File: src/hw/mem_pkg.sv
package mem_pkg;

    // Data path widths
    localparam int word_width      = 32;  // Pipeline word
    localparam int half_width      = 16;  // SRAM data bus
    localparam int sram_addr_width = 18;  // SRAM halfword address

    // Start of the data region in the CPU byte address space
    localparam logic [word_width-1:0] data_base = 32'd1024;

    // Request opcode
    typedef enum logic [1:0] {
        mem_nop   = 2'd0,
        mem_load  = 2'd1,
        mem_store = 2'd2
    } mem_op_t;

    // SRAM access sequencer states
    typedef enum logic [1:0] {
        st_idle = 2'd0,
        st_high = 2'd1,  // Upper half at the even halfword
        st_low  = 2'd2,  // Lower half at the odd halfword
        st_done = 2'd3
    } sram_state_t;

endpackage

File: src/hw/mem_request.sv
module mem_request (
    input  logic                                 clk,
    input  logic                                 rst,
    input  logic                                 read_en,
    input  logic                                 write_en,
    input  logic [mem_pkg::word_width-1:0]       address,
    input  logic [mem_pkg::word_width-1:0]       write_data,
    input  logic                                 idle,
    output logic                                 start,
    output mem_pkg::mem_op_t                     op,
    output logic [mem_pkg::sram_addr_width-1:0]  half_addr,
    output logic [mem_pkg::word_width-1:0]       store_data
);
    import mem_pkg::*;

    logic [word_width-1:0]      offset;
    logic [sram_addr_width-1:0] half_addr_next;
    mem_op_t                    op_next;
    logic                       accept;

    // Byte offset into the data region
    assign offset = address - data_base;

    // Word index doubled gives the even halfword
    assign half_addr_next = {offset[sram_addr_width:2], 1'b0};

    // Read has priority when both enables are up
    always_comb begin
        if (read_en) begin
            op_next = mem_load;
        end else if (write_en) begin
            op_next = mem_store;
        end else begin
            op_next = mem_nop;
        end
    end

    // Sequencer still idle during the start cycle, so block a second accept there
    assign accept = idle && !start && (read_en || write_en);

    always_ff @(posedge clk) begin
        if (rst) begin
            start <= 1'b0;
            op    <= mem_nop;
        end else begin
            start <= accept;
            if (accept) begin
                op <= op_next;
            end
        end
    end

    // Request payload, held for the whole access
    always_ff @(posedge clk) begin
        if (accept) begin
            half_addr  <= half_addr_next;
            store_data <= write_data;
        end
    end

endmodule

File: config.mk
export PLATFORM = sky130hd
export DESIGN_NAME = mem_request
export DESIGN_NICKNAME = d
export VERILOG_FILES = /design/src/hw/mem_pkg.sv /design/src/hw/mem_request.sv
export SDC_FILE = /design/constraint.sdc
export NUM_CORES = 1
export LEC_CHECK = 0
export ABC_CLOCK_PERIOD_IN_PS = 2000
export BUFFER_PORTS_ARGS = -buffer_cell sky130_fd_sc_hd__buf_2
export CAP_MARGIN = 20
export CORE_MARGIN = 1.5
export CORE_UTILIZATION = 38
export CTS_BUF_LIST = sky130_fd_sc_hd__clkbuf_8
export CTS_CLUSTER_SIZE = 24
export DETAILED_ROUTE_END_ITERATION = 7
export PLACE_DENSITY = 0.81
export SYNTH_ARGS = -nofsm -noshare
export SYNTH_HDL_FRONTEND = slang
export SYNTH_SLANG_ARGS = --single-unit
File: constraint.sdc
create_clock -name clk -period 2 [get_ports clk]
set_input_delay 0 -clock clk [delete_from_list [all_inputs] [get_ports clk]]
set_output_delay 0 -clock clk [all_outputs]
set_load 0.01 [all_outputs]
After elaboration in Yosys (flattened, before gate mapping)
Cells that the tools add are included.
- input port bits: 69
- register bits: 52
- $add $sub $neg: 1
- mux-type cells: 2
- reductions and logical operators: 4
- operators with widths (cell ; count):
    $sub 19x11->19 const B ; 1
    $mux 2 ; 2
    $logic_and 1x1->1 ; 2
    $logic_not 1->1 ; 1
    $logic_or 1x1->1 ; 1

Logic depth before layout (Yosys ltp)
- depth after elaboration: 3
- gate-level depth with buffers: 5

Least setup slack after synthesis
No wires, ideal clock.
- kind: register to register
- start: reg start
- end: reg half_addr[10] (netlist name) (enable)
- setup slack: -0.111 ns
- setup time: 0.410 ns
- buffers on the path: 0
- arrival: 1.701 ns
- cell stages (with the launch flop): 3
- cells stage by stage: dfxtp_1 nor2b_1 o21a_1
- longest elaborated chain between the ends: 3
- RTL lines (item ; line ; text):
    from (decl) ; mem_request.sv:9 ; output logic start,
    from (signal assigned) ; mem_request.sv:46 ; start <= accept;
    $logic_not 1->1 ; mem_request.sv:39 ; assign accept = idle && !start && (read_en || write_en);
    $logic_and 1x1->1 (2 in a row) ; mem_request.sv:39 ;
    via accept ; mem_request.sv:19 ; logic accept;
    to (signal assigned) ; mem_request.sv:56 ; half_addr <= half_addr_next;
    to (decl) ; mem_request.sv:11 ; output logic [mem_pkg::sram_addr_width-1:0] half_addr,
The timed path passes the listed nets, and every way through them passes these cells.
A chain may end at the register's enable or synchronous reset.

Worst setup path in the final report
- start: in address[10] (netlist name)
- end: reg half_addr[17] (netlist name) (data pin)
- longest elaborated chain between the ends: 1
- RTL lines (item ; line ; text):
    from (decl) ; mem_request.sv:6 ; input logic [mem_pkg::word_width-1:0] address,
    $sub 19x11->19 ; mem_request.sv:22 ; assign offset = address - data_base;
    via offset[18] ; mem_request.sv:16 ; logic [word_width-1:0] offset;
The timed path passes the listed nets, and every way through them passes these cells.

==> results by group <==
Clock tree
  – Hold bufs inserted after CTS: 43
  – Post-CTS setup buffer count: 0
  – Clock tree buffer depth: 2
  – Sink Count: 52
  – Worst-Skew Late Latency: 0.30 ns
  – CTS resizes: 0
  – Clock root cell: clkbuf_8
  – H-Tree Depth: 2
  – TritonCTS clock tree: done
  – Cts bufs inserted: 5
  – Clock Pin Slew Worst Setup and Hold Paths: 0.09 ns

Global routing
  – First-pass GRT wire length: 7050 µm
  – Number of global-route vias before repair: 1407
  – Largest net degree at the start of global routing: 35
  – Initial antenna violation count: 0
  – GRT Total Usage: 0.191
  – Total gr overflow: 0

Yosys
  – Mapped Area: 1740 µm²
  – Post-synth EDFFs: 49
  – Unique masters post-synth: 20
  – YS warnings: 0
  – Post-synthesis net count: 152
  – Yosys reg bits: 52
  – Register area share after synthesis: 0.879
  – Syn Area/Cell: 21.2 µm²
  – Main synth FF type: edfxtp_1
  – Syn Inst Count: 82
  – Post-synth ARST share: 0

Timing
  – Max-slew violations: 0
  – RSZ-0062 raised after global routing: false
  – Final Hold Fails: 0
  – Tcrit/Tclk final: 0.774
  – Min Clock Period, post-route: 1.55 ns
  – # setup viols final: 0
  – Final setup TNS: 0 ns
  – Fmax: 646 MHz
  – Worst Skew: 0.00945 ns
  – WHS: 0.00665 ns

Pwr
  – PwrDens: 789 nW/µm²
  – Worst vdd ir: 0.000361 V
  – Leak pwr: 1.24 nW

Drt
  – First drt pass iteration count: 4
  – Vias per cell: 4.54
  – Initial DRC Count: 119
  – Vias: 1320
  – DRC Markers: 0
  – WL final: 4650 µm
  – ANT nets after route: 0
  – WL per Instance: 16.0 µm

Outcome
  – Status: finished, final reports clean

Floorplan
  – Ports: 122
  – Die area: 5000 µm²
  – Initial Util: 0.397
  – Row cnt: 24
  – Core area: 4380 µm²
  – Die Ht: 70.7 µm
  – Die X: 70.7 µm

Cells and area
  – NumNets Final: 308
  – Most frequent cells in the layout: buf_2, edfxtp_1, dlygate4sd3_1
  – Commonest non-fill, non-tap cell in the layout: buf_2
  – Synth-to-Final Area Change: 65.7%
  – Final Non-Filler Cells: 291
  – Antenna Cells: 0
  – Share of layout cells above drive strength 1: 0.494
  – Fillers: 308

Setup path
  – CP Class: in2reg
  – Crit end category: register
  – Crit-path max FO: 3
  – Critical Path RT: 2.06 ns
  – Startpoint types: primary input
  – WP data arrival: 1.60 ns

Placement
  – Number of port buffers: 105
  – Dpl cells: 240
  – DP HPWL: 2630 µm
  – Gpl congestion: 0.716

Job
  – Maxcap violations: 0

Hold path
  – Worst Hold Class: in2reg
==> flip-flops by register name, indices dropped and copies added (netlist names) <==
register and count:
start 1, store_data 32, op 2, half_addr 17
==> cells in the mapped netlist, types with 2 or more instances <==
cell       n  area share
edfxtp_1  49        0.84
inv_1      4      0.0086
nor2_1     4      0.0086
xor2_1     4       0.020
dfxtp_1    3       0.034
nand2_1    2      0.0043
nor2b_1    2      0.0072
xnor2_1    2       0.010
==> routing by layer <==
metal | track usage | routed length [µm] | vias to the layer above
met2 | 0.373 | 2540 | 73
met5 | 0 | 0 | -
li1 | - | - | 616
met4 | 0.0713 | 101 | 0
met3 | 0.0556 | 406 | 11
met1 | 0.186 | 1600 | 620
==> final cells by class <==
cell class	count	area, µm²	share of cell area
Sequential cell	52	1530	0.531
Timing Repair Buffer	150	971	0.336
Multi-Input combinational cell	25	189	0.0655
Clock buffer	5	68.8	0.0238
Tap cell	52	65.1	0.0225
Clock inverter	3	46.3	0.0160
Inverter	4	15.0	0.00520
==> logic make-up after synthesis <==
kind of cell,share of synthesized area
buffers and inverters,0.0129
adders and majority gates,0.00718
xor gates and xnor gates,0.0302
DFF,0.879
AOI/OAI and AO/OA,0.0180
other,0.00215
and+or+nand+nor,0.0503
==> worst max-delay path: stages <==
cell	delay (ns)
dlygate4sd3_1	0.54
buf_2	0.13
inv_1	0.07
ha_1	0.17
nor3b_1	0.38
nand3_1	0.15
xnor2_1	0.16
==> through the flow <==
stage          setup slack [ns]  utilization  power (W)  instance area, µm²
3_5_place_dp              0.599        0.534    0.00151                2340
4_1_cts                   0.440        0.658    0.00229                2890
3_3_place_gp              0.629        0.534    0.00150                2340
6_report                  0.453        0.658    0.00228                2890
2_1_floorplan             0.380            -    0.00139                1740
5_1_grt                   0.352        0.658    0.00236                2890
==> worst paths after layout <==
path,startpoint,to,slack [ns],depth (start not counted)
max,address[10],half_addr[17],0.45,7
min,address[18],half_addr[17],0.007,2
max reg2reg,start,store_data[31],0.60,3
min reg2reg,op[1],op[1],0.47,2
==> power by group <==
part	switching [W]	total [W]	leakage [nW]	internal, W
clock	0.000338	0.000715	0.0548	0.000377
combinational	0.000133	0.000279	0.695	0.000146
sequential	0.0000177	0.00128	0.490	0.00127
Note: power is estimated with default switching activity, not from simulation.
