===== src/hw/mem_pkg.sv =====
package mem_pkg;

    // Data path widths
    localparam int word_width      = 32;  // Pipeline word
    localparam int half_width      = 16;  // SRAM data bus
    localparam int sram_addr_width = 18;  // SRAM halfword address

    // Start of the data region in the CPU byte address space
    localparam logic [word_width-1:0] data_base = 32'd1024;

    // Request opcode
    typedef enum logic [1:0] {
        mem_nop   = 2'd0,
        mem_load  = 2'd1,
        mem_store = 2'd2
    } mem_op_t;

    // SRAM access sequencer states
    typedef enum logic [1:0] {
        st_idle = 2'd0,
        st_high = 2'd1,  // Upper half at the even halfword
        st_low  = 2'd2,  // Lower half at the odd halfword
        st_done = 2'd3
    } sram_state_t;

endpackage


===== src/hw/mem_result.sv =====
module mem_result (
    input  logic                            clk,
    input  logic                            rst,
    input  logic                            start,
    input  logic                            half_valid,
    input  logic                            half_sel,
    input  logic [mem_pkg::half_width-1:0]  half_data,
    input  logic                            done,
    output logic [mem_pkg::word_width-1:0]  read_data,
    output logic                            ready,
    output logic                            freeze
);
    import mem_pkg::*;

    // Assemble the loaded word one half at a time
    always_ff @(posedge clk) begin
        if (rst) begin
            read_data <= '0;
        end else if (half_valid) begin
            if (half_sel) begin
                read_data[word_width-1 -: half_width] <= half_data;  // Upper half
            end else begin
                read_data[half_width-1:0] <= half_data;
            end
        end
    end

    // Stall flag for the rest of the pipeline
    always_ff @(posedge clk) begin
        if (rst) begin
            freeze <= 1'b0;
        end else if (start) begin
            freeze <= 1'b1;
        end else if (done) begin
            freeze <= 1'b0;  // Drops after the ready cycle
        end
    end

    assign ready = done;

endmodule


===== config.mk =====
export PLATFORM = sky130hd
export DESIGN_NAME = mem_result
export DESIGN_NICKNAME = d
export VERILOG_FILES = /design/src/hw/mem_pkg.sv /design/src/hw/mem_result.sv
export SDC_FILE = /design/constraint.sdc
export NUM_CORES = 1
export LEC_CHECK = 0
export ABC_CLOCK_PERIOD_IN_PS = 800
export BUFFER_PORTS_ARGS = -buffer_cell sky130_fd_sc_hd__clkbuf_2
export CORE_MARGIN = 1.5
export CORE_UTILIZATION = 35
export CTS_CLUSTER_DIAMETER = 80
export DETAILED_ROUTE_END_ITERATION = 7
export GPL_TIMING_DRIVEN = 0
export PLACE_DENSITY = 0.71
export RECOVER_POWER = 100
export SLEW_MARGIN = 20
export SYNTH_ARGS = -nofsm -noshare
export SYNTH_HDL_FRONTEND = slang
export SYNTH_SLANG_ARGS = --single-unit

===== constraint.sdc =====
create_clock -name clk -period 0.8 [get_ports clk]
set_clock_uncertainty 0.1 [all_clocks]
set_input_delay 0.16 -clock clk [delete_from_list [all_inputs] [get_ports clk]]
set_output_delay 0.16 -clock clk [all_outputs]
set_load 0.02 [all_outputs]

# Yosys cells after proc, flatten, opt, wreduce, memory -nomap -nowiden

Cells that the tools add are included.

Mux-type cells: 2
Reductions and logical operators: 3
Bitwise gates (word level): 1

Operators by type and width:

| operator            | count |
|---|---|
| AND reduction 2 bit | 2 |
| two-way mux 1 bit   | 2 |
| nonzero test 2 bit  | 1 |
| NOT 1 bit           | 1 |

Flip-flop bits (word level): 33

# Longest topological paths before layout

Gate-level depths: netlist of run 1.

Depth in word-level cells: 2
Depth in mapped cells: 4
Mapped depth without buffers: 2

# Worst setup path after synthesis of run 1

Ideal clock, no wire load.

Path kind: input port to flip-flop
From: input rst
To: register read_data[24] (netlist bit)
Slack: -0.016 ns
Buffers on the path: 2
Arrival: 0.644 ns
Library setup time: 0.072 ns
Stages: 4
Required time: 0.628 ns
Cell sequence: buf_2 > buf_6 > nand2b_1 > mux2i_1

RTL lines:

| item                          | line             | RTL |
|---|---|---|
| start, declared               | mem_result.sv:3  | `input logic rst,` |
| end signal, assigned by index | mem_result.sv:21 | `read_data[word_width-1 -: half_width] <= half_data;` |
| end signal, assigned by index | mem_result.sv:23 | `read_data[half_width-1:0] <= half_data;` |
| end, declared                 | mem_result.sv:9  | `output logic [mem_pkg::word_width-1:0] read_data,` |

# Final worst setup path of run 1

From: register read_data[25] (netlist bit)
To: output read_data[25] (netlist bit)

No word-level cell between the ends.

==> results of run 1 <==
==> area by class of cell <==
cell class | count | area, um^2 | area share (%)
Sequential cell | 33 | 702 | 30.6
Clock buffer | 7 | 96.3 | 4.19
Clock inverter | 1 | 5.00 | 0.218
Multi-Input combinational cell | 86 | 673 | 29.3
Inverter | 1 | 3.75 | 0.163
Buffer | 10 | 85.1 | 3.70
Timing Repair Buffer | 63 | 672 | 29.2
Tap cell | 48 | 60.1 | 2.61
==> layout by cell type, fill, tap and decap left out <==
cell type,instances
nand2b_1,49
dfxtp_2,33
buf_8,33
mux2i_1,32
clkbuf_2,21
buf_4,10
clkbuf_8,7
buf_6,4
clkbuf_1,3
nor2b_4,1
buf_12,1
nand2b_4,1
and2_2,1
nand2_2,1
inv_1,1
a21oi_1,1
buf_2,1
clkinv_2,1
==> worst min path at each step <==
stage	from	to	slack, ns	cells after the start
after floorplan	start	freeze$_SDFFE_PP0P_	0.19	2
after global placement	start	freeze$_SDFFE_PP0P_	0.28	3
after detailed placement	start	freeze$_SDFFE_PP0P_	0.29	3
after CTS	start	freeze$_SDFFE_PP0P_	-0.03	3
after global routing	start	freeze$_SDFFE_PP0P_	-0.003	3
final	start	freeze$_SDFFE_PP0P_	-0.02	3
==> timing repair <==
| action | 4_1_cts | 5_1_grt |
|---|---|---|
| setup buffers | 1 | 8 |
| setup endpoints to repair | 33 | 36 |
| hold endpoints to repair | 1 | 1 |
| gates resized for setup | 97 | 36 |
==> registers in the layout (all words and copies together), names as in the netlist <==
| name | count |
|---|---|
| read_data | 32 |
| freeze | 1 |
==> power breakdown <==
group	switching, uW	internal (uW)	total, uW
clock network	601	777	1380
logic	302	432	734
registers	77.7	1750	1830
==> through the flow <==
stage / area [um^2] / utilization (%) / TNS [ns] / worst slack (ns)
final: 2300 / 61.4 / -6.64 / -0.215
after floorplan: 1410 / - / -0.150 / -0.0150
after global routing: 2300 / 61.4 / -7.72 / -0.242
after detailed placement: 1740 / 46.5 / -5.42 / -0.267
after global placement: 1740 / 46.5 / -5.28 / -0.237
after CTS: 2180 / 58.2 / -7.44 / -0.238
==> cell families (layout without fill, tap and decap cells) <==
| logic type | count (synthesis) | in the layout | synth area share (%) |
|---|---|---|---|
| AND/OR/NAND/NOR | 53 | 53 | 24.2 |
| multiplexers | 32 | 32 | 22.8 |
| AO/OA/AOI/OAI | 1 | 1 | 0.356 |
| flip-flops | 33 | 33 | 47.1 |
| buffers and inverters | 11 | 82 | 5.52 |
==> layer usage <==
metal	share of wire [%]	routed length [um]
met1	43	1390
met2	47	1530
met4	0.86	28
met3	9.2	300
met5	0	0
==> flow_metrics.env, run 1 <==
export IMPL_arrival_ns=0.76
export IMPL_crit_path_max_incr_delay_ns=0.36
export IMPL_root_buffer="clkbuf_8"
export IMPL_dp_cells=232
export IMPL_dr_pass1_iters=4
export IMPL_async_flop_share_pct=0
export IMPL_worstSetupEndpoint="read_data[25]"
export IMPL_synth_cell_types=13
export IMPL_critPathTopFamily="flip-flops"
export IMPL_drive_gt1_share_pct=57.2
export IMPL_h_tree_depth=2
export IMPL_netlist_area_mm2=0.00140
export IMPL_synthTopCellsByArea="dfxtp_1, mux2i_1, nand2b_1"
export IMPL_status="complete, but fails checks"
export IMPL_slew_violations=0
export IMPL_hold_worst_slack_ns=-0.0207
export IMPL_rrSetupSlack_ns=-0.03
export IMPL_use_met3_pct=7.16
export IMPL_fin_nets=222
export IMPL_cts_max_path_buffers=2
export IMPL_ys_top_cells_by_count="nand2b_1, dfxtp_1, mux2i_1"
export IMPL_initial_core_util_pct=37.5
export IMPL_power_density_mw_per_mm2=1710
export IMPL_path_clk_slew_ns=0.07
export IMPL_synthFlopType="dfxtp_1"
export IMPL_postRouteAntennaNets=0
export IMPL_seq_area_frac_synth_pct=47.1
export IMPL_grt_pass1_wl_um=5130
export IMPL_busiest_layer="met2"
export IMPL_critPathBufInv=1
export IMPL_dpl_hpwl_um=2100
export IMPL_worst_slack_ns=-0.215
export IMPL_avgSynthCellArea_um2=10.8
export IMPL_die_x_um=66.3
export IMPL_yosys_cell_count_top_type="nand2b_1"
export IMPL_path_depth=1
export IMPL_synth_cells=130
export IMPL_antenna_cells=0
export IMPL_relSlewSlack_pct=70.7
export IMPL_numClockSinks=33
export IMPL_worstPathRequired_ns=0.54
export IMPL_synth_edf_count=0
export IMPL_grt_use_total_pct=15.6
export IMPL_gp_congestion=0.694
export IMPL_drt_iter0_drc=27
export IMPL_nFillCells=345
export IMPL_netlist_area_leader_share_pct=47.1
export IMPL_ys_ff_latch=33
export IMPL_drt_wl_total_um=3260
export IMPL_ios=56
export IMPL_port_buffers=54
export IMPL_worstPathMaxFanout=2
export IMPL_grt_max_degree=11
export IMPL_rsz0062_at_grt="yes"
export IMPL_wl_per_cell_um=13.1
export IMPL_cts_tree="done"
export IMPL_placement_rows=22
export IMPL_worst_setup_path_start_kind="flop"
export IMPL_drc=0
export IMPL_avgViaCountPerCell=4.43
export IMPL_cts_inserted_buffers=5
export IMPL_hold_viol_final=1
export IMPL_period_share_pct=127
export IMPL_path_class="flop to primary output"
export IMPL_syn_nets=152
export IMPL_grtUsageMet2_pct=26.1
export IMPL_cap_violations=0
export IMPL_crit_start="read_data[25]$_SDFFE_PP0P_"
export IMPL_crit_chain="buf_8"
export IMPL_synth_top_area_cell="dfxtp_1"
export IMPL_ys_warn_count=0
export IMPL_power_uw=3940
export IMPL_clock_fmax_mhz=985
export IMPL_violations="hold timing, setup timing"
export IMPL_clock_latency_ns=0.29
export IMPL_worstMarginPinSlew_ns=0.440
export IMPL_endpoint_kind="primary output"
export IMPL_grt_use_met1_pct=17.6
export IMPL_regToRegEndpoint="read_data[20]$_SDFFE_PP0P_"
export IMPL_grt_pass1_vias=1116
export IMPL_hold_class="primary input to flop"
export IMPL_r2r_start="read_data[20]$_SDFFE_PP0P_"
export IMPL_period_needed_ns=1.02
export IMPL_area_growth_pct=63.6
export IMPL_antenna_found_initial=0
export IMPL_num_vias=1103
export IMPL_overflow=0
export IMPL_die_h_um=66.3
export IMPL_setup_violations=35
export IMPL_worstRegToRegCells=3
export IMPL_core_area_mm2=0.00374
export IMPL_vdd_drop_max_v=0.00105
export IMPL_stdcell_count=249
export IMPL_dieArea_mm2=0.00440
export IMPL_cellLeakagePower_uw=0.00106
export IMPL_cpMaxStageDelayCell="dfxtp_2"
(Power assumes the default switching activity.)
==> inputs of run 2 (changes only) <==
--- a/config.mk
+++ b/config.mk
@@ -8,11 +8,11 @@
 export ABC_CLOCK_PERIOD_IN_PS = 800
 export BUFFER_PORTS_ARGS = -buffer_cell sky130_fd_sc_hd__clkbuf_2
 export CORE_MARGIN = 1.5
-export CORE_UTILIZATION = 35
+export CORE_UTILIZATION = 42
 export CTS_CLUSTER_DIAMETER = 80
 export DETAILED_ROUTE_END_ITERATION = 7
 export GPL_TIMING_DRIVEN = 0
-export PLACE_DENSITY = 0.71
+export PLACE_DENSITY = 0.82
 export RECOVER_POWER = 100
 export SLEW_MARGIN = 20
 export SYNTH_ARGS = -nofsm -noshare
==> flow_metrics.env, run 2 (synthesis gave the netlist of run 1 again) <==
export IMPL_status="complete, but fails checks"
export IMPL_placement_rows=20
export IMPL_vdd_drop_max_v=0.00119
export IMPL_antenna_found_initial=0
export IMPL_hold_class="primary input to flop"
export IMPL_arrival_ns=0.82
export IMPL_grt_pass1_wl_um=5810
export IMPL_drc=0
export IMPL_dr_pass1_iters=4
export IMPL_port_buffers=54
export IMPL_pre_cts_slack_ns=-0.267
export IMPL_cpMaxStageDelayCell="dfxtp_2"
export IMPL_grt_max_degree=11
export IMPL_wl_per_cell_um=15.2
export IMPL_fin_nets=233
export IMPL_worstPathMaxFanout=2
export IMPL_dp_cells=228
export IMPL_slew_violations=0
export IMPL_core_area_mm2=0.00310
export IMPL_initial_core_util_pct=45.2
export IMPL_dpl_hpwl_um=2260
export IMPL_worstPathRequired_ns=0.54
export IMPL_cts_tree="done"
export IMPL_critPathTopFamily="flip-flops"
export IMPL_cellLeakagePower_uw=0.00115
export IMPL_antenna_cells=0
export IMPL_period_needed_ns=1.08
export IMPL_worst_setup_path_start_kind="flop"
export IMPL_hold_viol_final=9
export IMPL_cts_max_path_buffers=2
export IMPL_grt_use_total_pct=21.6
export IMPL_postRouteAntennaNets=0
export IMPL_relSlewSlack_pct=71.6
export IMPL_path_class="flop to primary output"
export IMPL_biggestRegsByFlops="read_data x32, freeze x1"
export IMPL_path_clk_slew_ns=0.10
export IMPL_hold_buffers=1
export IMPL_fin_tns_setup_ns=-9.18
export IMPL_setup_violations=44
export IMPL_top_register="read_data"
export IMPL_stdcell_count=256
export IMPL_drt_iter0_drc=47
export IMPL_clock_latency_ns=0.33
export IMPL_die_x_um=60.8
export IMPL_cap_violations=0
export IMPL_crit_chain="buf_8"
export IMPL_num_vias=1219
export IMPL_largest_reg_flops=32
export IMPL_clock_fmax_mhz=926
export IMPL_dieArea_mm2=0.00370
export IMPL_seqCellArea_um2=702
export IMPL_multi_input_area_um2=726
export IMPL_power_density_mw_per_mm2=1530
export IMPL_grt_pass1_vias=1320
export IMPL_rsz0062_at_grt="yes"
export IMPL_hold_worst_slack_ns=-0.0218
export IMPL_die_h_um=60.8
export IMPL_ios=56
export IMPL_crit_path_max_incr_delay_ns=0.38
export IMPL_numClockSinks=33
export IMPL_critPathBufInv=1
export IMPL_worstMarginPinSlew_ns=0.427
export IMPL_root_buffer="clkbuf_4"
export IMPL_drive_gt1_share_pct=62.3
export IMPL_nFillCells=206
export IMPL_endpoint_kind="primary output"
export IMPL_period_share_pct=135
export IMPL_drt_wl_total_um=3900
export IMPL_final_common_cell="nand2b_1"
export IMPL_worst_slack_ns=-0.280
export IMPL_avgViaCountPerCell=4.76
export IMPL_violations="hold timing, setup timing"
export IMPL_h_tree_depth=2
export IMPL_cts_inserted_buffers=5
export IMPL_gp_congestion=0.673
export IMPL_area_growth_pct=74.0
export IMPL_final_cell_mix="nand2b_1, buf_8, dfxtp_2"
export IMPL_overflow=0
## run 2: changes by cell type in the layout (fill, tap and decap cells not counted), sizes merged
cell	change
dlygate4sd3	+1
buf	+10
## run 2: worst paths after layout
path	slack, ns	depth (start not counted)	to	start
max	-0.28	1	read_data[3]	read_data[3]$_SDFFE_PP0P_
min reg2reg	0.40	2	read_data[27]$_SDFFE_PP0P_	read_data[27]$_SDFFE_PP0P_
max reg2reg	-0.15	4	read_data[4]$_SDFFE_PP0P_	read_data[4]$_SDFFE_PP0P_
min	-0.02	3	read_data[1]$_SDFFE_PP0P_	half_data[1]
## run 2: metal layers
| layer | track usage [%] | part of all wire [%] | vias to the layer above |
|---|---|---|---|
| met2 | 40.9 | 55 | 53 |
| li1 | - | - | 582 |
| met4 | 7.76 | 0.80 | 0 |
| met1 | 23.2 | 38 | 579 |
| met5 | 0 | 0 | - |
| met3 | 5.12 | 5.5 | 5 |
## run 2: power by group
part           leakage [uW]  switching (uW)  internal, uW
sequential         0.000284            87.1          1750
clock             0.0000413             553           509
combinational      0.000826             338           499
## run 2: layout make-up
| class | count | share of cell area, % |
|---|---|---|
| buffer | 10 | 3.28 |
| clock buffer | 7 | 2.66 |
| clock inverter | 1 | 0.205 |
| inverter | 1 | 0.154 |
| multi-input combinational | 86 | 29.7 |
| sequential | 33 | 28.7 |
| tap | 44 | 2.25 |
| timing repair buffer | 74 | 33.0 |
## run 2: metrics by stage
stage / cell area (um^2) / hold slack (ns) / utilization, % / power (uW)
2_1_floorplan: 1410 / 0.189 / - / 2160
3_3_place_gp: 1740 / 0.282 / 55.9 / 2330
3_5_place_dp: 1740 / 0.282 / 55.9 / 2350
4_1_cts: 2240 / -0.0235 / 72.3 / 3610
5_1_grt: 2440 / -0.0164 / 78.7 / 3890
6_report: 2440 / -0.0218 / 78.7 / 3730
## run 2: repair_timing
item | CTS | global route
gates resized for setup | 99 | 55
setup buffers | 13 | 12
endpoints found under the hold margin | 29 | 5
setup endpoints to repair | 33 | 46
pin swaps | 0 | 1
cloned | 0 | 0
==> inputs of run 3 (changes only) <==
--- a/config.mk
+++ b/config.mk
@@ -9,12 +9,13 @@
 export BUFFER_PORTS_ARGS = -buffer_cell sky130_fd_sc_hd__clkbuf_2
 export CORE_MARGIN = 1.5
 export CORE_UTILIZATION = 42
-export CTS_CLUSTER_DIAMETER = 80
+export CTS_CLUSTER_DIAMETER = 100
 export DETAILED_ROUTE_END_ITERATION = 7
 export GPL_TIMING_DRIVEN = 0
-export PLACE_DENSITY = 0.82
+export PLACE_DENSITY = 0.85
 export RECOVER_POWER = 100
 export SLEW_MARGIN = 20
 export SYNTH_ARGS = -nofsm -noshare
 export SYNTH_HDL_FRONTEND = slang
 export SYNTH_SLANG_ARGS = --single-unit
+export TNS_END_PERCENT = 5
==> flow_metrics.env, run 3 (synthesis gave the netlist of run 1 again) <==
export IMPL_cellLeakagePower_uw=0.000999
export IMPL_biggestRegsByFlops="read_data x32, freeze x1"
export IMPL_clock_fmax_mhz=928
export IMPL_critPathBufInv=1
export IMPL_rrSetupSlack_ns=-0.01
export IMPL_grt_use_total_pct=20.5
export IMPL_worst_setup_path_start_kind="flop"
export IMPL_period_share_pct=135
export IMPL_antenna_found_initial=0
export IMPL_grt_pass1_vias=1184
export IMPL_status="complete, but fails checks"
export IMPL_dr_pass1_iters=4
export IMPL_postRouteAntennaNets=0
export IMPL_min_to="read_data[11]$_SDFFE_PP0P_"
export IMPL_drive_gt1_share_pct=54.4
export IMPL_ios=56
export IMPL_worst_slack_ns=-0.277
export IMPL_vdd_drop_max_v=0.00108
export IMPL_crit_path_max_incr_delay_ns=0.37
export IMPL_cpMaxStageDelayCell="dfxtp_2"
export IMPL_core_area_mm2=0.00310
export IMPL_rsz0062_at_grt="yes"
export IMPL_antenna_cells=0
export IMPL_final_cell_mix="nand2b_1, buf_8, dfxtp_2"
export IMPL_num_vias=1087
export IMPL_cap_violations=0
export IMPL_clock_latency_ns=0.33
export IMPL_overflow=0
export IMPL_root_buffer="clkbuf_4"
export IMPL_hold_class="primary input to flop"
export IMPL_h_tree_depth=2
export IMPL_critPathTopFamily="flip-flops"
export IMPL_min_delay_start="half_data[11]"
export IMPL_cts_tree="done"
export IMPL_crit_chain="buf_8"
export IMPL_dieArea_mm2=0.00370
export IMPL_hold_path_depth=3
export IMPL_power_density_mw_per_mm2=1600
export IMPL_hold_buffers=1
export IMPL_dpl_hpwl_um=2050
export IMPL_hold_worst_slack_ns=-0.0181
export IMPL_gp_congestion=0.697
export IMPL_path_clk_slew_ns=0.10
export IMPL_drt_wl_total_um=3380
export IMPL_worstPathRequired_ns=0.54
export IMPL_post_route_util_pct=70.6
export IMPL_r2r_start="read_data[28]$_SDFFE_PP0P_"
export IMPL_drt_iter0_drc=24
export IMPL_port_buffers=54
export IMPL_arrival_ns=0.82
export IMPL_relSlewSlack_pct=70.8
export IMPL_endpoint_kind="primary output"
export IMPL_placement_rows=20
export IMPL_cts_inserted_buffers=5
export IMPL_worstMarginPinSlew_ns=0.438
export IMPL_hold_viol_final=18
export IMPL_dp_cells=228
export IMPL_largest_reg_flops=32
export IMPL_regToRegEndpoint="read_data[28]$_SDFFE_PP0P_"
export IMPL_fin_nets=217
export IMPL_stdcell_count=239
export IMPL_wl_per_cell_um=14.1
export IMPL_pre_cts_slack_ns=-0.261
export IMPL_numClockSinks=33
export IMPL_initial_core_util_pct=45.2
export IMPL_die_x_um=60.8
export IMPL_setup_violations=35
export IMPL_grt_max_degree=11
export IMPL_drc=0
export IMPL_path_depth=1
export IMPL_area_growth_pct=56.1
export IMPL_worstRegToRegCells=3
export IMPL_slew_violations=0
export IMPL_final_common_cell="nand2b_1"
export IMPL_power_uw=3500
export IMPL_path_class="flop to primary output"
export IMPL_die_h_um=60.8
export IMPL_avgViaCountPerCell=4.55
export IMPL_grt_pass1_wl_um=5330
export IMPL_top_register="read_data"
export IMPL_worstPathMaxFanout=2
export IMPL_violations="hold timing, setup timing"
export IMPL_cts_max_path_buffers=2
export IMPL_period_needed_ns=1.08
-- run 3: cell count changes in the layout (fill, tap and decap cells not counted), sizes merged --
cell    change
clkinv      -1
buf        -16
-- run 3: cell type report --
| type | instances | area (um^2) |
|---|---|---|
| inverter | 1 | 3.75 |
| timing repair buffer | 58 | 633 |
| tap | 44 | 55.1 |
| multi-input combinational | 86 | 666 |
| buffer | 10 | 76.3 |
| sequential | 33 | 702 |
| fill | 252 | 912 |
| clock buffer | 7 | 55.1 |
-- run 3: stage by stage --
stage | TNS, ns | instance area [um^2] | hold slack [ns]
after floorplan | -0.217 | 1410 | 0.189
after global placement | -4.95 | 1730 | 0.284
final | -8.66 | 2190 | -0.0181
after detailed placement | -5.34 | 1730 | 0.286
after global routing | -9.96 | 2190 | -0.0224
after CTS | -9.64 | 2130 | -0.0326
-- run 3: worst max path at each step --
stage	start	endpoint	slack, ns
final	read_data[16]$_SDFFE_PP0P_	read_data[16]	-0.28
after detailed placement	half_valid	read_data[10]$_SDFFE_PP0P_	-0.26
after CTS	read_data[16]$_SDFFE_PP0P_	read_data[16]	-0.30
after global placement	half_valid	read_data[7]$_SDFFE_PP0P_	-0.23
after global routing	read_data[16]$_SDFFE_PP0P_	read_data[16]	-0.32
after floorplan	half_valid	read_data[10]$_SDFFE_PP0P_	-0.02
-- run 3: layer usage --
layer / wire [um] / track usage, % / share of wire (%)
met1: 1380 / 21.1 / 41
met3: 252 / 8.74 / 7.5
met4: 21 / 6.52 / 0.62
met5: 0 / 0 / 0
met2: 1730 / 37.5 / 51
-- run 3: power breakdown --
group	switching, uW	internal (uW)
logic	302	409
clock network	547	415
registers	79.9	1750
-- run 3: repair_timing --
item	CTS	global route
gates resized for setup	99	33
endpoints found under the setup margin	33	34
pin swaps	0	0
hold endpoints to repair	30	9
setup buffers	1	2
